File: src/rtl/rvvi_net_pkg.sv
// Net event encoding for the reference model; the IRQ line index in the payload must stay below 32
package rvvi_net_pkg;

   // Width of the core interrupt vector
   localparam int IRQ_W = 32;

   // Software, timer and external lines plus the sixteen local lines
   localparam logic [IRQ_W-1:0] irq_monitor_mask = 32'hFFFF_0888;

   // Load and store bus error causes
   localparam logic [10:0] NMI_LOAD_CAUSE  = 11'd1024;
   localparam logic [10:0] NMI_STORE_CAUSE = 11'd1025;

   typedef enum logic [2:0] {
      NET_NMI_CAUSE,
      NET_NMI,
      NET_IFAULT,
      NET_HALTREQ,
      NET_IRQ
   } net_id_t;

   // Level view used by every net except NET_NMI_CAUSE
   typedef struct packed {
      logic [4:0] rsvd;
      logic [4:0] line;
      logic       value;
   } net_level_t;

   typedef union packed {
      net_level_t  lvl;
      logic [10:0] cause;
   } net_payload_u;

endpackage

File: src/rtl/rvvi_trace_pkg.sv
// Trace types for a single RV32 hart; only eight CSRs are tracked and no FP or vector state
package rvvi_trace_pkg;

   ////////////////////
   // Word widths
   ////////////////////

   typedef logic [31:0] xlen_t;
   typedef logic [63:0] order_t;
   typedef logic [4:0]  reg_idx_t;

   // One bit per general register
   typedef logic [31:0] reg_mask_t;

   // Index into the tracked CSR table
   typedef logic [2:0]  csr_idx_t;

   ////////////////////
   // Tracked CSRs
   ////////////////////

   // Addresses of the tracked CSRs in csr_sel order
   localparam logic [11:0] tracked_csr_addr [8] = '{
      12'h300,
      12'h301,
      12'h304,
      12'h305,
      12'h340,
      12'h341,
      12'h342,
      12'h343
   };

   // Instruction bus fault, raised outside the core
   localparam logic [5:0] FETCH_FAULT_CAUSE = 6'd48;

endpackage

File: src/rtl/credit_counter.sv
// CREDITS must be at least 1, and returns beyond the initial count are ignored
`timescale 1ns/1ps

module credit_counter #(
   parameter int CREDITS = 2
) (
   input  logic rvvi,
   input  logic rst_n,
   input  logic head_valid,
   input  logic credit_return,
   output logic grant
);

   localparam int CNT_W = $clog2(CREDITS + 1);

   logic [CNT_W-1:0] credits;

   // Send only while the consumer has room
   assign grant = head_valid && (credits != '0);

   always_ff @(posedge rvvi or negedge rst_n) begin
      if (!rst_n) begin
         credits <= CNT_W'(CREDITS);
      end else begin
         // Return and grant together leave the count alone
         case ({credit_return, grant})
            2'b10: begin
               if (credits != CNT_W'(CREDITS)) begin
                  credits <= credits + 1'b1;
               end
            end
            2'b01:   credits <= credits - 1'b1;
            default: ;
         endcase
      end
   end

endmodule

File: src/rtl/net_event_fifo.sv
// Writer must hold off while not_full is low, and net_id and net_payload mean nothing without net_valid
`timescale 1ns/1ps

module net_event_fifo
   import rvvi_net_pkg::*;
#(
   parameter int FIFO_DEPTH = 4
) (
   input  logic         rvvi,
   input  logic         rst_n,
   input  logic         ev_push,
   input  net_id_t      ev_id,
   input  net_payload_u ev_payload,
   output logic         not_full,
   output logic         head_valid,
   input  logic         grant,
   output logic         net_valid,
   output net_id_t      net_id,
   output net_payload_u net_payload
);

   localparam int PTR_W = (FIFO_DEPTH > 1) ? $clog2(FIFO_DEPTH) : 1;
   localparam int CNT_W = $clog2(FIFO_DEPTH + 1);

   net_id_t          id_mem  [FIFO_DEPTH];
   net_payload_u     pay_mem [FIFO_DEPTH];
   logic [PTR_W-1:0] wr_ptr;
   logic [PTR_W-1:0] rd_ptr;
   logic [CNT_W-1:0] count;

   // Pointer wrap for any depth
   function automatic logic [PTR_W-1:0] next_ptr(input logic [PTR_W-1:0] p);
      return (p == PTR_W'(FIFO_DEPTH - 1)) ? '0 : p + 1'b1;
   endfunction

   assign not_full   = count != CNT_W'(FIFO_DEPTH);
   assign head_valid = count != '0;

   // Head is shown for the granted cycle only
   assign net_valid   = grant;
   assign net_id      = id_mem[rd_ptr];
   assign net_payload = pay_mem[rd_ptr];

   always_ff @(posedge rvvi) begin
      if (ev_push) begin
         id_mem[wr_ptr]  <= ev_id;
         pay_mem[wr_ptr] <= ev_payload;
      end
   end

   always_ff @(posedge rvvi or negedge rst_n) begin
      if (!rst_n) begin
         wr_ptr <= '0;
         rd_ptr <= '0;
         count  <= '0;
      end else begin
         if (ev_push) begin
            wr_ptr <= next_ptr(wr_ptr);
         end
         if (grant) begin
            rd_ptr <= next_ptr(rd_ptr);
         end
         case ({ev_push, grant})
            2'b10:   count <= count + 1'b1;
            2'b01:   count <= count - 1'b1;
            default: ;
         endcase
      end
   end

endmodule

File: src/rtl/net_event_scheduler.sv
// Interrupt lines must be synchronous to rvvi, and a level that flips back before it is sent is dropped
`timescale 1ns/1ps

module net_event_scheduler
   import rvvi_net_pkg::*;
(
   input  logic             rvvi,
   input  logic             rst_n,
   input  logic             accept,
   input  logic             q_intr,
   input  logic             q_interrupt,
   input  logic [10:0]      q_cause,
   input  logic             q_trap_fault,
   input  logic             q_nmip,
   input  logic             q_halt_target,
   input  logic [IRQ_W-1:0] irq,
   input  logic             not_full,
   output logic             ev_push,
   output net_id_t          ev_id,
   output net_payload_u     ev_payload
);

   logic             nmi_hit;
   logic             nmi_tgt;
   logic [10:0]      cause_tgt;
   logic             ifault_tgt;
   logic             halt_tgt;
   logic             nmi_rep;
   logic [10:0]      cause_rep;
   logic             ifault_rep;
   logic             halt_rep;
   logic [IRQ_W-1:0] irq_rep;
   logic [IRQ_W-1:0] irq_diff;
   logic [4:0]       irq_line;
   logic             ev_found;

   // Bus error NMI or pending NMI on the retired instruction
   assign nmi_hit = (q_intr && q_interrupt &&
                     (q_cause == NMI_LOAD_CAUSE || q_cause == NMI_STORE_CAUSE)) || q_nmip;

   ////////////////////
   // Target levels
   ////////////////////

   always_ff @(posedge rvvi or negedge rst_n) begin
      if (!rst_n) begin
         nmi_tgt    <= 1'b0;
         cause_tgt  <= '0;
         ifault_tgt <= 1'b0;
         halt_tgt   <= 1'b0;
      end else if (accept) begin
         nmi_tgt    <= nmi_hit;
         ifault_tgt <= q_trap_fault;
         // Halt stays up until a retirement outside the debug request
         halt_tgt   <= q_halt_target;
         if (nmi_hit) begin
            cause_tgt <= q_cause;
         end
      end
   end

   // Monitored lines that differ from what was last sent
   assign irq_diff = (irq ^ irq_rep) & irq_monitor_mask;

   // Lowest changed line wins
   always_comb begin
      irq_line = '0;
      for (int i = IRQ_W - 1; i >= 0; i--) begin
         if (irq_diff[i]) begin
            irq_line = 5'(i);
         end
      end
   end

   ////////////////////
   // Event selection
   ////////////////////

   always_comb begin
      ev_found   = 1'b1;
      ev_id      = NET_NMI_CAUSE;
      ev_payload = '0;
      if (nmi_tgt && !nmi_rep && (cause_tgt != cause_rep)) begin
         // Cause goes out ahead of the NMI rise
         ev_payload.cause = cause_tgt;
      end else if (nmi_tgt != nmi_rep) begin
         ev_id                = NET_NMI;
         ev_payload.lvl.value = nmi_tgt;
      end else if (ifault_tgt != ifault_rep) begin
         ev_id                = NET_IFAULT;
         ev_payload.lvl.value = ifault_tgt;
      end else if (halt_tgt != halt_rep) begin
         ev_id                = NET_HALTREQ;
         ev_payload.lvl.value = halt_tgt;
      end else if (irq_diff != '0) begin
         ev_id                = NET_IRQ;
         ev_payload.lvl.line  = irq_line;
         ev_payload.lvl.value = irq[irq_line];
      end else begin
         ev_found = 1'b0;
      end
   end

   assign ev_push = ev_found && not_full;

   ////////////////////
   // Reported levels
   ////////////////////

   always_ff @(posedge rvvi or negedge rst_n) begin
      if (!rst_n) begin
         nmi_rep    <= 1'b0;
         cause_rep  <= '0;
         ifault_rep <= 1'b0;
         halt_rep   <= 1'b0;
         irq_rep    <= '0;
      end else if (ev_push) begin
         case (ev_id)
            NET_NMI_CAUSE: cause_rep <= ev_payload.cause;
            NET_NMI:       nmi_rep <= ev_payload.lvl.value;
            NET_IFAULT:    ifault_rep <= ev_payload.lvl.value;
            NET_HALTREQ:   halt_rep <= ev_payload.lvl.value;
            NET_IRQ:       irq_rep[ev_payload.lvl.line] <= ev_payload.lvl.value;
            default:       ;
         endcase
      end
   end

endmodule

File: src/rtl/rvvi_bridge.sv
// Single hart bridge with a credit-based net event stream whose latency varies under back-pressure
`timescale 1ns/1ps

module rvvi_bridge
   import rvvi_trace_pkg::*;
   import rvvi_net_pkg::*;
#(
   parameter int FIFO_DEPTH = 4,
   parameter int CREDITS    = 2
) (
   input  logic             rvvi,
   input  logic             rst_n,
   input  logic             rvfi_valid,
   input  order_t           rvfi_order,
   input  xlen_t            rvfi_insn,
   input  xlen_t            rvfi_pc_rdata,
   input  xlen_t            rvfi_pc_wdata,
   input  logic [1:0]       rvfi_mode,
   input  logic [1:0]       rvfi_ixl,
   input  logic             rvfi_intr,
   input  logic             intr_interrupt,
   input  logic [10:0]      intr_cause,
   input  logic             trap_trap,
   input  logic             trap_exception,
   input  logic [5:0]       trap_cause,
   input  logic             rvfi_nmip,
   input  logic [2:0]       rvfi_dbg,
   input  logic             rvfi_dbg_mode,
   input  reg_idx_t         rd_addr,
   input  xlen_t            rd_wdata,
   input  logic             csr_valid,
   input  csr_idx_t         csr_sel,
   input  xlen_t            csr_rdata,
   input  xlen_t            csr_wdata,
   input  xlen_t            csr_wmask,
   input  logic [IRQ_W-1:0] irq,
   output logic             trace_valid,
   output order_t           trace_order,
   output xlen_t            trace_insn,
   output xlen_t            trace_pc_rdata,
   output xlen_t            trace_pc_wdata,
   output logic [1:0]       trace_mode,
   output logic [1:0]       trace_ixl,
   output logic             trace_intr,
   output logic             trace_trap,
   output reg_mask_t        x_wb,
   output xlen_t [31:0]     x_wdata,
   output csr_idx_t         trace_csr_sel,
   output xlen_t            trace_csr_value,
   output logic             trace_csr_wb,
   input  logic             credit_return,
   output logic             net_valid,
   output net_id_t          net_id,
   output net_payload_u     net_payload
);

   logic         accept;
   logic         q_intr;
   logic         q_interrupt;
   logic [10:0]  q_cause;
   logic         q_trap_fault;
   logic         q_nmip;
   logic         q_halt_target;
   logic         ev_push;
   net_id_t      ev_id;
   net_payload_u ev_payload;
   logic         not_full;
   logic         head_valid;
   logic         grant;

   ////////////////////
   // Retirement trace
   ////////////////////

   trace_capture u_trace_capture (
      .rvvi            (rvvi),
      .rst_n           (rst_n),
      .rvfi_valid      (rvfi_valid),
      .rvfi_order      (rvfi_order),
      .rvfi_insn       (rvfi_insn),
      .rvfi_pc_rdata   (rvfi_pc_rdata),
      .rvfi_pc_wdata   (rvfi_pc_wdata),
      .rvfi_mode       (rvfi_mode),
      .rvfi_ixl        (rvfi_ixl),
      .rvfi_intr       (rvfi_intr),
      .intr_interrupt  (intr_interrupt),
      .intr_cause      (intr_cause),
      .trap_trap       (trap_trap),
      .trap_exception  (trap_exception),
      .trap_cause      (trap_cause),
      .rvfi_nmip       (rvfi_nmip),
      .rvfi_dbg        (rvfi_dbg),
      .rvfi_dbg_mode   (rvfi_dbg_mode),
      .rd_addr         (rd_addr),
      .rd_wdata        (rd_wdata),
      .csr_valid       (csr_valid),
      .csr_sel         (csr_sel),
      .csr_rdata       (csr_rdata),
      .csr_wdata       (csr_wdata),
      .csr_wmask       (csr_wmask),
      .trace_valid     (trace_valid),
      .trace_order     (trace_order),
      .trace_insn      (trace_insn),
      .trace_pc_rdata  (trace_pc_rdata),
      .trace_pc_wdata  (trace_pc_wdata),
      .trace_mode      (trace_mode),
      .trace_ixl       (trace_ixl),
      .trace_intr      (trace_intr),
      .trace_trap      (trace_trap),
      .x_wb            (x_wb),
      .x_wdata         (x_wdata),
      .trace_csr_sel   (trace_csr_sel),
      .trace_csr_value (trace_csr_value),
      .trace_csr_wb    (trace_csr_wb),
      .accept          (accept),
      .q_intr          (q_intr),
      .q_interrupt     (q_interrupt),
      .q_cause         (q_cause),
      .q_trap_fault    (q_trap_fault),
      .q_nmip          (q_nmip),
      .q_halt_target   (q_halt_target)
   );

   ////////////////////
   // Net event path
   ////////////////////

   net_event_scheduler u_net_event_scheduler (
      .rvvi          (rvvi),
      .rst_n         (rst_n),
      .accept        (accept),
      .q_intr        (q_intr),
      .q_interrupt   (q_interrupt),
      .q_cause       (q_cause),
      .q_trap_fault  (q_trap_fault),
      .q_nmip        (q_nmip),
      .q_halt_target (q_halt_target),
      .irq           (irq),
      .not_full      (not_full),
      .ev_push       (ev_push),
      .ev_id         (ev_id),
      .ev_payload    (ev_payload)
   );

   net_event_fifo #(
      .FIFO_DEPTH (FIFO_DEPTH)
   ) u_net_event_fifo (
      .rvvi        (rvvi),
      .rst_n       (rst_n),
      .ev_push     (ev_push),
      .ev_id       (ev_id),
      .ev_payload  (ev_payload),
      .not_full    (not_full),
      .head_valid  (head_valid),
      .grant       (grant),
      .net_valid   (net_valid),
      .net_id      (net_id),
      .net_payload (net_payload)
   );

   credit_counter #(
      .CREDITS (CREDITS)
   ) u_credit_counter (
      .rvvi          (rvvi),
      .rst_n         (rst_n),
      .head_valid    (head_valid),
      .credit_return (credit_return),
      .grant         (grant)
   );

endmodule

File: src/rtl/trace_capture.sv
// Retirement with order 0 straight after reset is taken as already seen, one register write per retirement
`timescale 1ns/1ps

module trace_capture
   import rvvi_trace_pkg::*;
(
   input  logic         rvvi,
   input  logic         rst_n,
   input  logic         rvfi_valid,
   input  order_t       rvfi_order,
   input  xlen_t        rvfi_insn,
   input  xlen_t        rvfi_pc_rdata,
   input  xlen_t        rvfi_pc_wdata,
   input  logic [1:0]   rvfi_mode,
   input  logic [1:0]   rvfi_ixl,
   input  logic         rvfi_intr,
   input  logic         intr_interrupt,
   input  logic [10:0]  intr_cause,
   input  logic         trap_trap,
   input  logic         trap_exception,
   input  logic [5:0]   trap_cause,
   input  logic         rvfi_nmip,
   input  logic [2:0]   rvfi_dbg,
   input  logic         rvfi_dbg_mode,
   input  reg_idx_t     rd_addr,
   input  xlen_t        rd_wdata,
   input  logic         csr_valid,
   input  csr_idx_t     csr_sel,
   input  xlen_t        csr_rdata,
   input  xlen_t        csr_wdata,
   input  xlen_t        csr_wmask,
   output logic         trace_valid,
   output order_t       trace_order,
   output xlen_t        trace_insn,
   output xlen_t        trace_pc_rdata,
   output xlen_t        trace_pc_wdata,
   output logic [1:0]   trace_mode,
   output logic [1:0]   trace_ixl,
   output logic         trace_intr,
   output logic         trace_trap,
   output reg_mask_t    x_wb,
   output xlen_t [31:0] x_wdata,
   output csr_idx_t     trace_csr_sel,
   output xlen_t        trace_csr_value,
   output logic         trace_csr_wb,
   output logic         accept,
   output logic         q_intr,
   output logic         q_interrupt,
   output logic [10:0]  q_cause,
   output logic         q_trap_fault,
   output logic         q_nmip,
   output logic         q_halt_target
);

   logic  take;
   logic  valid_q;
   logic  fault_q;
   xlen_t rd_data_q;
   xlen_t csr_merged;
   xlen_t shadow [8];

   // New retirement only when the order moves on
   assign take = rvfi_valid && (rvfi_order != trace_order);

   // Written bits from wdata, the rest from rdata
   assign csr_merged = (csr_wdata & csr_wmask) | (csr_rdata & ~csr_wmask);

   ////////////////////
   // Control state
   ////////////////////

   // trace_order doubles as the last accepted order
   always_ff @(posedge rvvi or negedge rst_n) begin
      if (!rst_n) begin
         valid_q       <= 1'b0;
         trace_order   <= '0;
         x_wb          <= '0;
         trace_csr_wb  <= 1'b0;
         q_halt_target <= 1'b0;
         for (int i = 0; i < 8; i++) begin
            shadow[i] <= '0;
         end
      end else begin
         valid_q      <= take;
         x_wb         <= take ? (reg_mask_t'(1) << rd_addr) : '0;
         trace_csr_wb <= 1'b0;
         if (take) begin
            trace_order   <= rvfi_order;
            // Halt request as seen by the retired instruction
            q_halt_target <= (rvfi_dbg == 3'd3) && rvfi_dbg_mode;
            if (csr_valid) begin
               trace_csr_wb    <= csr_merged != shadow[csr_sel];
               shadow[csr_sel] <= csr_merged;
            end
         end
      end
   end

   ////////////////////
   // Retirement payload
   ////////////////////

   always_ff @(posedge rvvi) begin
      if (take) begin
         trace_insn      <= rvfi_insn;
         trace_pc_rdata  <= rvfi_pc_rdata;
         trace_pc_wdata  <= rvfi_pc_wdata;
         trace_mode      <= rvfi_mode;
         trace_ixl       <= rvfi_ixl;
         rd_data_q       <= (rd_addr != '0) ? rd_wdata : '0;
         trace_csr_sel   <= csr_sel;
         trace_csr_value <= csr_merged;
         q_intr          <= rvfi_intr;
         q_interrupt     <= intr_interrupt;
         q_cause         <= intr_cause;
         q_nmip          <= rvfi_nmip;
         // Only the external fetch fault counts as a trap
         fault_q         <= trap_trap && trap_exception && (trap_cause == FETCH_FAULT_CAUSE);
      end
   end

   // Data shows only at the written index
   always_comb begin
      for (int i = 0; i < 32; i++) begin
         x_wdata[i] = x_wb[i] ? rd_data_q : '0;
      end
   end

   assign trace_valid  = valid_q;
   assign accept       = valid_q;
   assign trace_intr   = q_intr;
   assign trace_trap   = fault_q;
   assign q_trap_fault = fault_q;

endmodule

File: config.mk
export PLATFORM = sky130hd
export DESIGN_NAME = rvvi_bridge
export DESIGN_NICKNAME = d
export VERILOG_FILES = /design/src/rtl/rvvi_net_pkg.sv /design/src/rtl/rvvi_trace_pkg.sv /design/src/rtl/credit_counter.sv /design/src/rtl/net_event_fifo.sv /design/src/rtl/net_event_scheduler.sv /design/src/rtl/rvvi_bridge.sv /design/src/rtl/trace_capture.sv
export SDC_FILE = /design/constraint.sdc
export NUM_CORES = 2
export LEC_CHECK = 0
export ABC_AREA = 1
export BUFFER_PORTS_ARGS = -buffer_cell sky130_fd_sc_hd__buf_2
export CAP_MARGIN = 40
export CORE_AREA = 4 4 644 646
export DETAILED_ROUTE_END_ITERATION = 16
export DIE_AREA = 0 0 648 650
export PLACE_DENSITY_LB_ADDON = 0.05
export SETUP_SLACK_MARGIN = 0.15
export SYNTH_ARGS = -nofsm -noshare
export SYNTH_HDL_FRONTEND = slang
export SYNTH_SLANG_ARGS = --single-unit
File: constraint.sdc
create_clock -name rvvi -period 11.7 [get_ports rvvi]
set_input_delay 2.34 -clock rvvi [delete_from_list [all_inputs] [get_ports rvvi]]
set_output_delay 2.34 -clock rvvi [all_outputs]
set_load 0.01 [all_outputs]
==> impl_metrics.json <==
{
  "powerDensity_nw_per_um2": 148,
  "worst_slack_ns": 6.28,
  "clock-sinks": 649,
  "hold_slack_ns": 0.490,
  "yosys.cell_types.count": 53,
  "status": "finished clean",
  "cp.required_ns": 12.36,
  "fin_tns_setup_ns": 0,
  "grtUsageMet2_pct": 23.7,
  "synthToLayoutAreaGrowth_pct": 53.3,
  "ant_nets": 0,
  "wl_per_cell_um": 23.8,
  "grt_first_pass_wirelength_um": 367000,
  "min-delay-path-class": "reg -> reg",
  "cts_tree": "built",
  "synthArstFlopShare_pct": 63.3,
  "crit_top_cell": "nand4_1",
  "holdPathStages": 2,
  "synthFlopType": "dfrtp_1",
  "die_w_um": 648,
  "pwr-share-seq_pct": 37.3,
  "synth.area.top_cells": "dfrtp_1 29%, edfxtp_1 20%, nand2_1 16%",
  "die_h_um": 650,
  "drt-initial-drc-count": 1987,
  "cts.repair.resized": 0,
  "worstSetupEndpointType": "flop",
  "p_comb_share_pct": 24.0,
  "gr-total-overflow": 0,
  "dr.pass1.iters": 5,
  "htree_levels": 3,
  "grt_pass1_vias": 37000,
  "switching_share_pct": 34.7,
  "grt_antenna_before_repair": 102,
  "grt_use_total_pct": 12.9,
  "pre_cts_slack_ns": 5.20,
  "port_buffers": 1632,
  "synth.most_common_cell": "nand2_1",
  "synth_top_area_cell": "dfrtp_1",
  "syn_area_sq_um": 36000,
  "hold_viol": 0,
  "dp_hpwl_um": 219000,
  "syn-num-nets": 5116,
  "power_switching_w": 0.00284,
  "ctsLongestPathBuffers": 4,
  "ys_warn_count": 0,
  "fmax_ghz": 0.184,
  "max_cap_viol_count": 0,
  "cts_setup_buffers": 0,
  "initial_core_util_pct": 8.79,
  "cp-start-kind": "input pin",
  "finalSetupViolCount": 0,
  "ir_worst_vdd_mv": 0.117,
  "cts_root_buffer": "clkbuf_16",
  "drt_wl_total_um": 283000,
  "slew_violations": 0,
  "path_class": "in -> reg",
  "num_rows": 235,
  "nNetsFinal": 6717,
  "crit_path_max_incr_delay_ns": 0.59,
  "coreArea_sq_um": 409000,
  "fin_crit_sh_pct": 46.3,
  "skew_ns": 0.107,
  "internal_power_w": 0.00534,
  "tightest_slew_ns": 0.905,
  "syn_inst": 4745,
  "grt_busiest_layer": "met2",
  "viasPerCell": 3.07,
  "via_count": 36600,
  "grt_use_met3_pct": 2.11,
  "rsz0062_at_grt": "no",
  "r2r_cells": 12,
  "clkTransAtPathRegs_ns": 0.06,
  "ys_seq_area_share_pct": 48.5,
  "groute.layer.met1.usage_pct": 15.4,
  "crit_chain": "buf_2 > inv_1 > or2_2 > nand4_1 > nor4_1 > nand4_1 > nand3b_1 > nand2_2 > inv_8 > nand2_1 > buf_8 > nor2_4 > buf_4 > mux2_2",
  "power.leakage_nw": 33.4,
  "cp_max_fo": 45,
  "clockPowerShare_pct": 38.6,
  "slowest_stage": "nor2_4",
  "yosys.area.top_type_share_pct": 28.5,
  "synth_edf_count": 238,
  "cts_hold_buffers": 0,
  "ys_top_cells_by_count": "1,567 x nand2_1, 1,292 x inv_1, 410 x dfrtp_1, 270 x clkbuf_1, 238 x edfxtp_1",
  "grt_max_degree": 57,
  "io_pins": 1637,
  "post-route-min-period_ns": 5.42,
  "synth.avg_cell_area_sq_um": 7.58,
  "die_area_sq_um": 421000,
  "cts_inserted_buffers": 105,
  "place.gp.congestion": 0.758,
  "ys_seq_elements": 649,
  "clock_latency_ns": 0.87,
  "max-slew-margin-rel_pct": 39.7,
  "crit_arrival_ns": 6.08,
  "drive_above_1_share_pct": 34.0,
  "drc": 0
}
[placed cells by master (no fill, tap or decap), types with 20 or more instances in the layout]
master	n
a221oi_1	41
xor2_1	23
nand2_1	1566
mux2_2	153
o21a_1	26
nand4_1	21
buf_16	26
dfrtp_2	20
o21ai_0	185
xnor2_1	78
dfrtp_1	387
buf_4	112
diode_2	23
nand3_1	59
clkbuf_1	31
inv_1	1291
o22ai_1	62
buf_2	1633
edfxtp_1	238
clkbuf_16	109
nor2_1	112
[path summary, 6_finish.rpt]
kind / from / endpoint / slack (ns)
min in group asynchronous: rst_n / u_trace_capture.trace_order[6]$_DFFE_PN0P_ / 1.51
setup / recovery: rvfi_order[15] / u_trace_capture.shadow[35]$_DFFE_PN0P_ / 6.28
setup reg to reg: u_trace_capture.trace_order[22]$_DFFE_PN0P_ / u_trace_capture.shadow[35]$_DFFE_PN0P_ / 7.57
hold / removal: u_net_event_scheduler.cause_rep[7]$_DFFE_PN0P_ / u_net_event_scheduler.cause_rep[7]$_DFFE_PN0P_ / 0.49
max in group asynchronous: rst_n / u_trace_capture.shadow[172]$_DFFE_PN0P_ / 8.23
hold reg to reg: u_net_event_scheduler.cause_rep[7]$_DFFE_PN0P_ / u_net_event_scheduler.cause_rep[7]$_DFFE_PN0P_ / 0.49
[final cells by class]
class	count	area, sq um
Clock inverter	34	265
Sequential cell	649	17500
Timing Repair Buffer	1783	9950
Clock buffer	156	3060
Multi-Input combinational cell	2504	12600
Inverter	1303	4900
Fill cell	47600	354000
Tap cell	5451	6820
Antenna cell	23	57.6
[registers in the layout, summed over array words and instances, names as in the netlist, 3 cells and up]
signal                           cells
u_trace_capture.rd_data_q           32
u_trace_capture.trace_csr_sel        3
u_net_event_scheduler.cause_tgt     11
u_trace_capture.trace_pc_wdata      32
u_trace_capture.shadow             256
u_net_event_scheduler.cause_rep     11
u_trace_capture.q_cause             11
u_trace_capture.trace_insn          32
u_trace_capture.trace_csr_value     32
u_trace_capture.trace_order         64
u_trace_capture.trace_pc_rdata      32
u_net_event_scheduler.irq_rep       19
u_net_event_fifo.pay_mem            44
u_net_event_fifo.count               3
u_trace_capture.x_wb                32
u_net_event_fifo.id_mem             12
[worst max-delay path, delay by kind of cell]
kind | cells | cell delay, ns
buffers and inverters | 5 | 1.28
and+or+nand+nor | 8 | 1.96
muxes | 1 | 0.38
[metal layers]
| layer | wire length, um | up-vias |
|---|---|---|
| li1 | - | 17200 |
| met1 | 115000 | 17700 |
| met2 | 144000 | 1309 |
| met3 | 16400 | 347 |
| met4 | 6940 | 8 |
| met5 | 57 | - |
[power groups by stage]
stage	Sequential [W]	Combinational [W]	Clock, W
final	0.00305	0.00197	0.00316
after global routing	0.00310	0.00220	0.00344
after detailed placement	0.00310	0.00207	0
after floorplan	0.00306	0.00102	0
after CTS	0.00306	0.00208	0.00338
after global placement	0.00312	0.00198	0
[logic make-up after synthesis]
kind of cell | count (synthesis) | share of synthesized area [%]
AO/OA/AOI/OAI | 396 | 6.90
adder cells (fa/ha/maj) | 8 | 0.299
flip-flops | 649 | 48.5
AND/OR/NAND/NOR | 1845 | 20.3
multiplexers | 153 | 4.79
XOR/XNOR | 102 | 2.51
buffers and inverters | 1592 | 16.8
[metrics by stage]
stage	utilization, %	cells	power (W)	instance area, sq um
finish	13.5	11900	0.00818	55100
global route	13.5	11900	0.00875	55100
CTS	13.5	11900	0.00851	55100
detailed placement	12.6	11700	0.00517	51700
global placement	12.4	11700	0.00510	50800
floorplan	-	4745	0.00408	36000
Power figures use the tool's default switching activity.
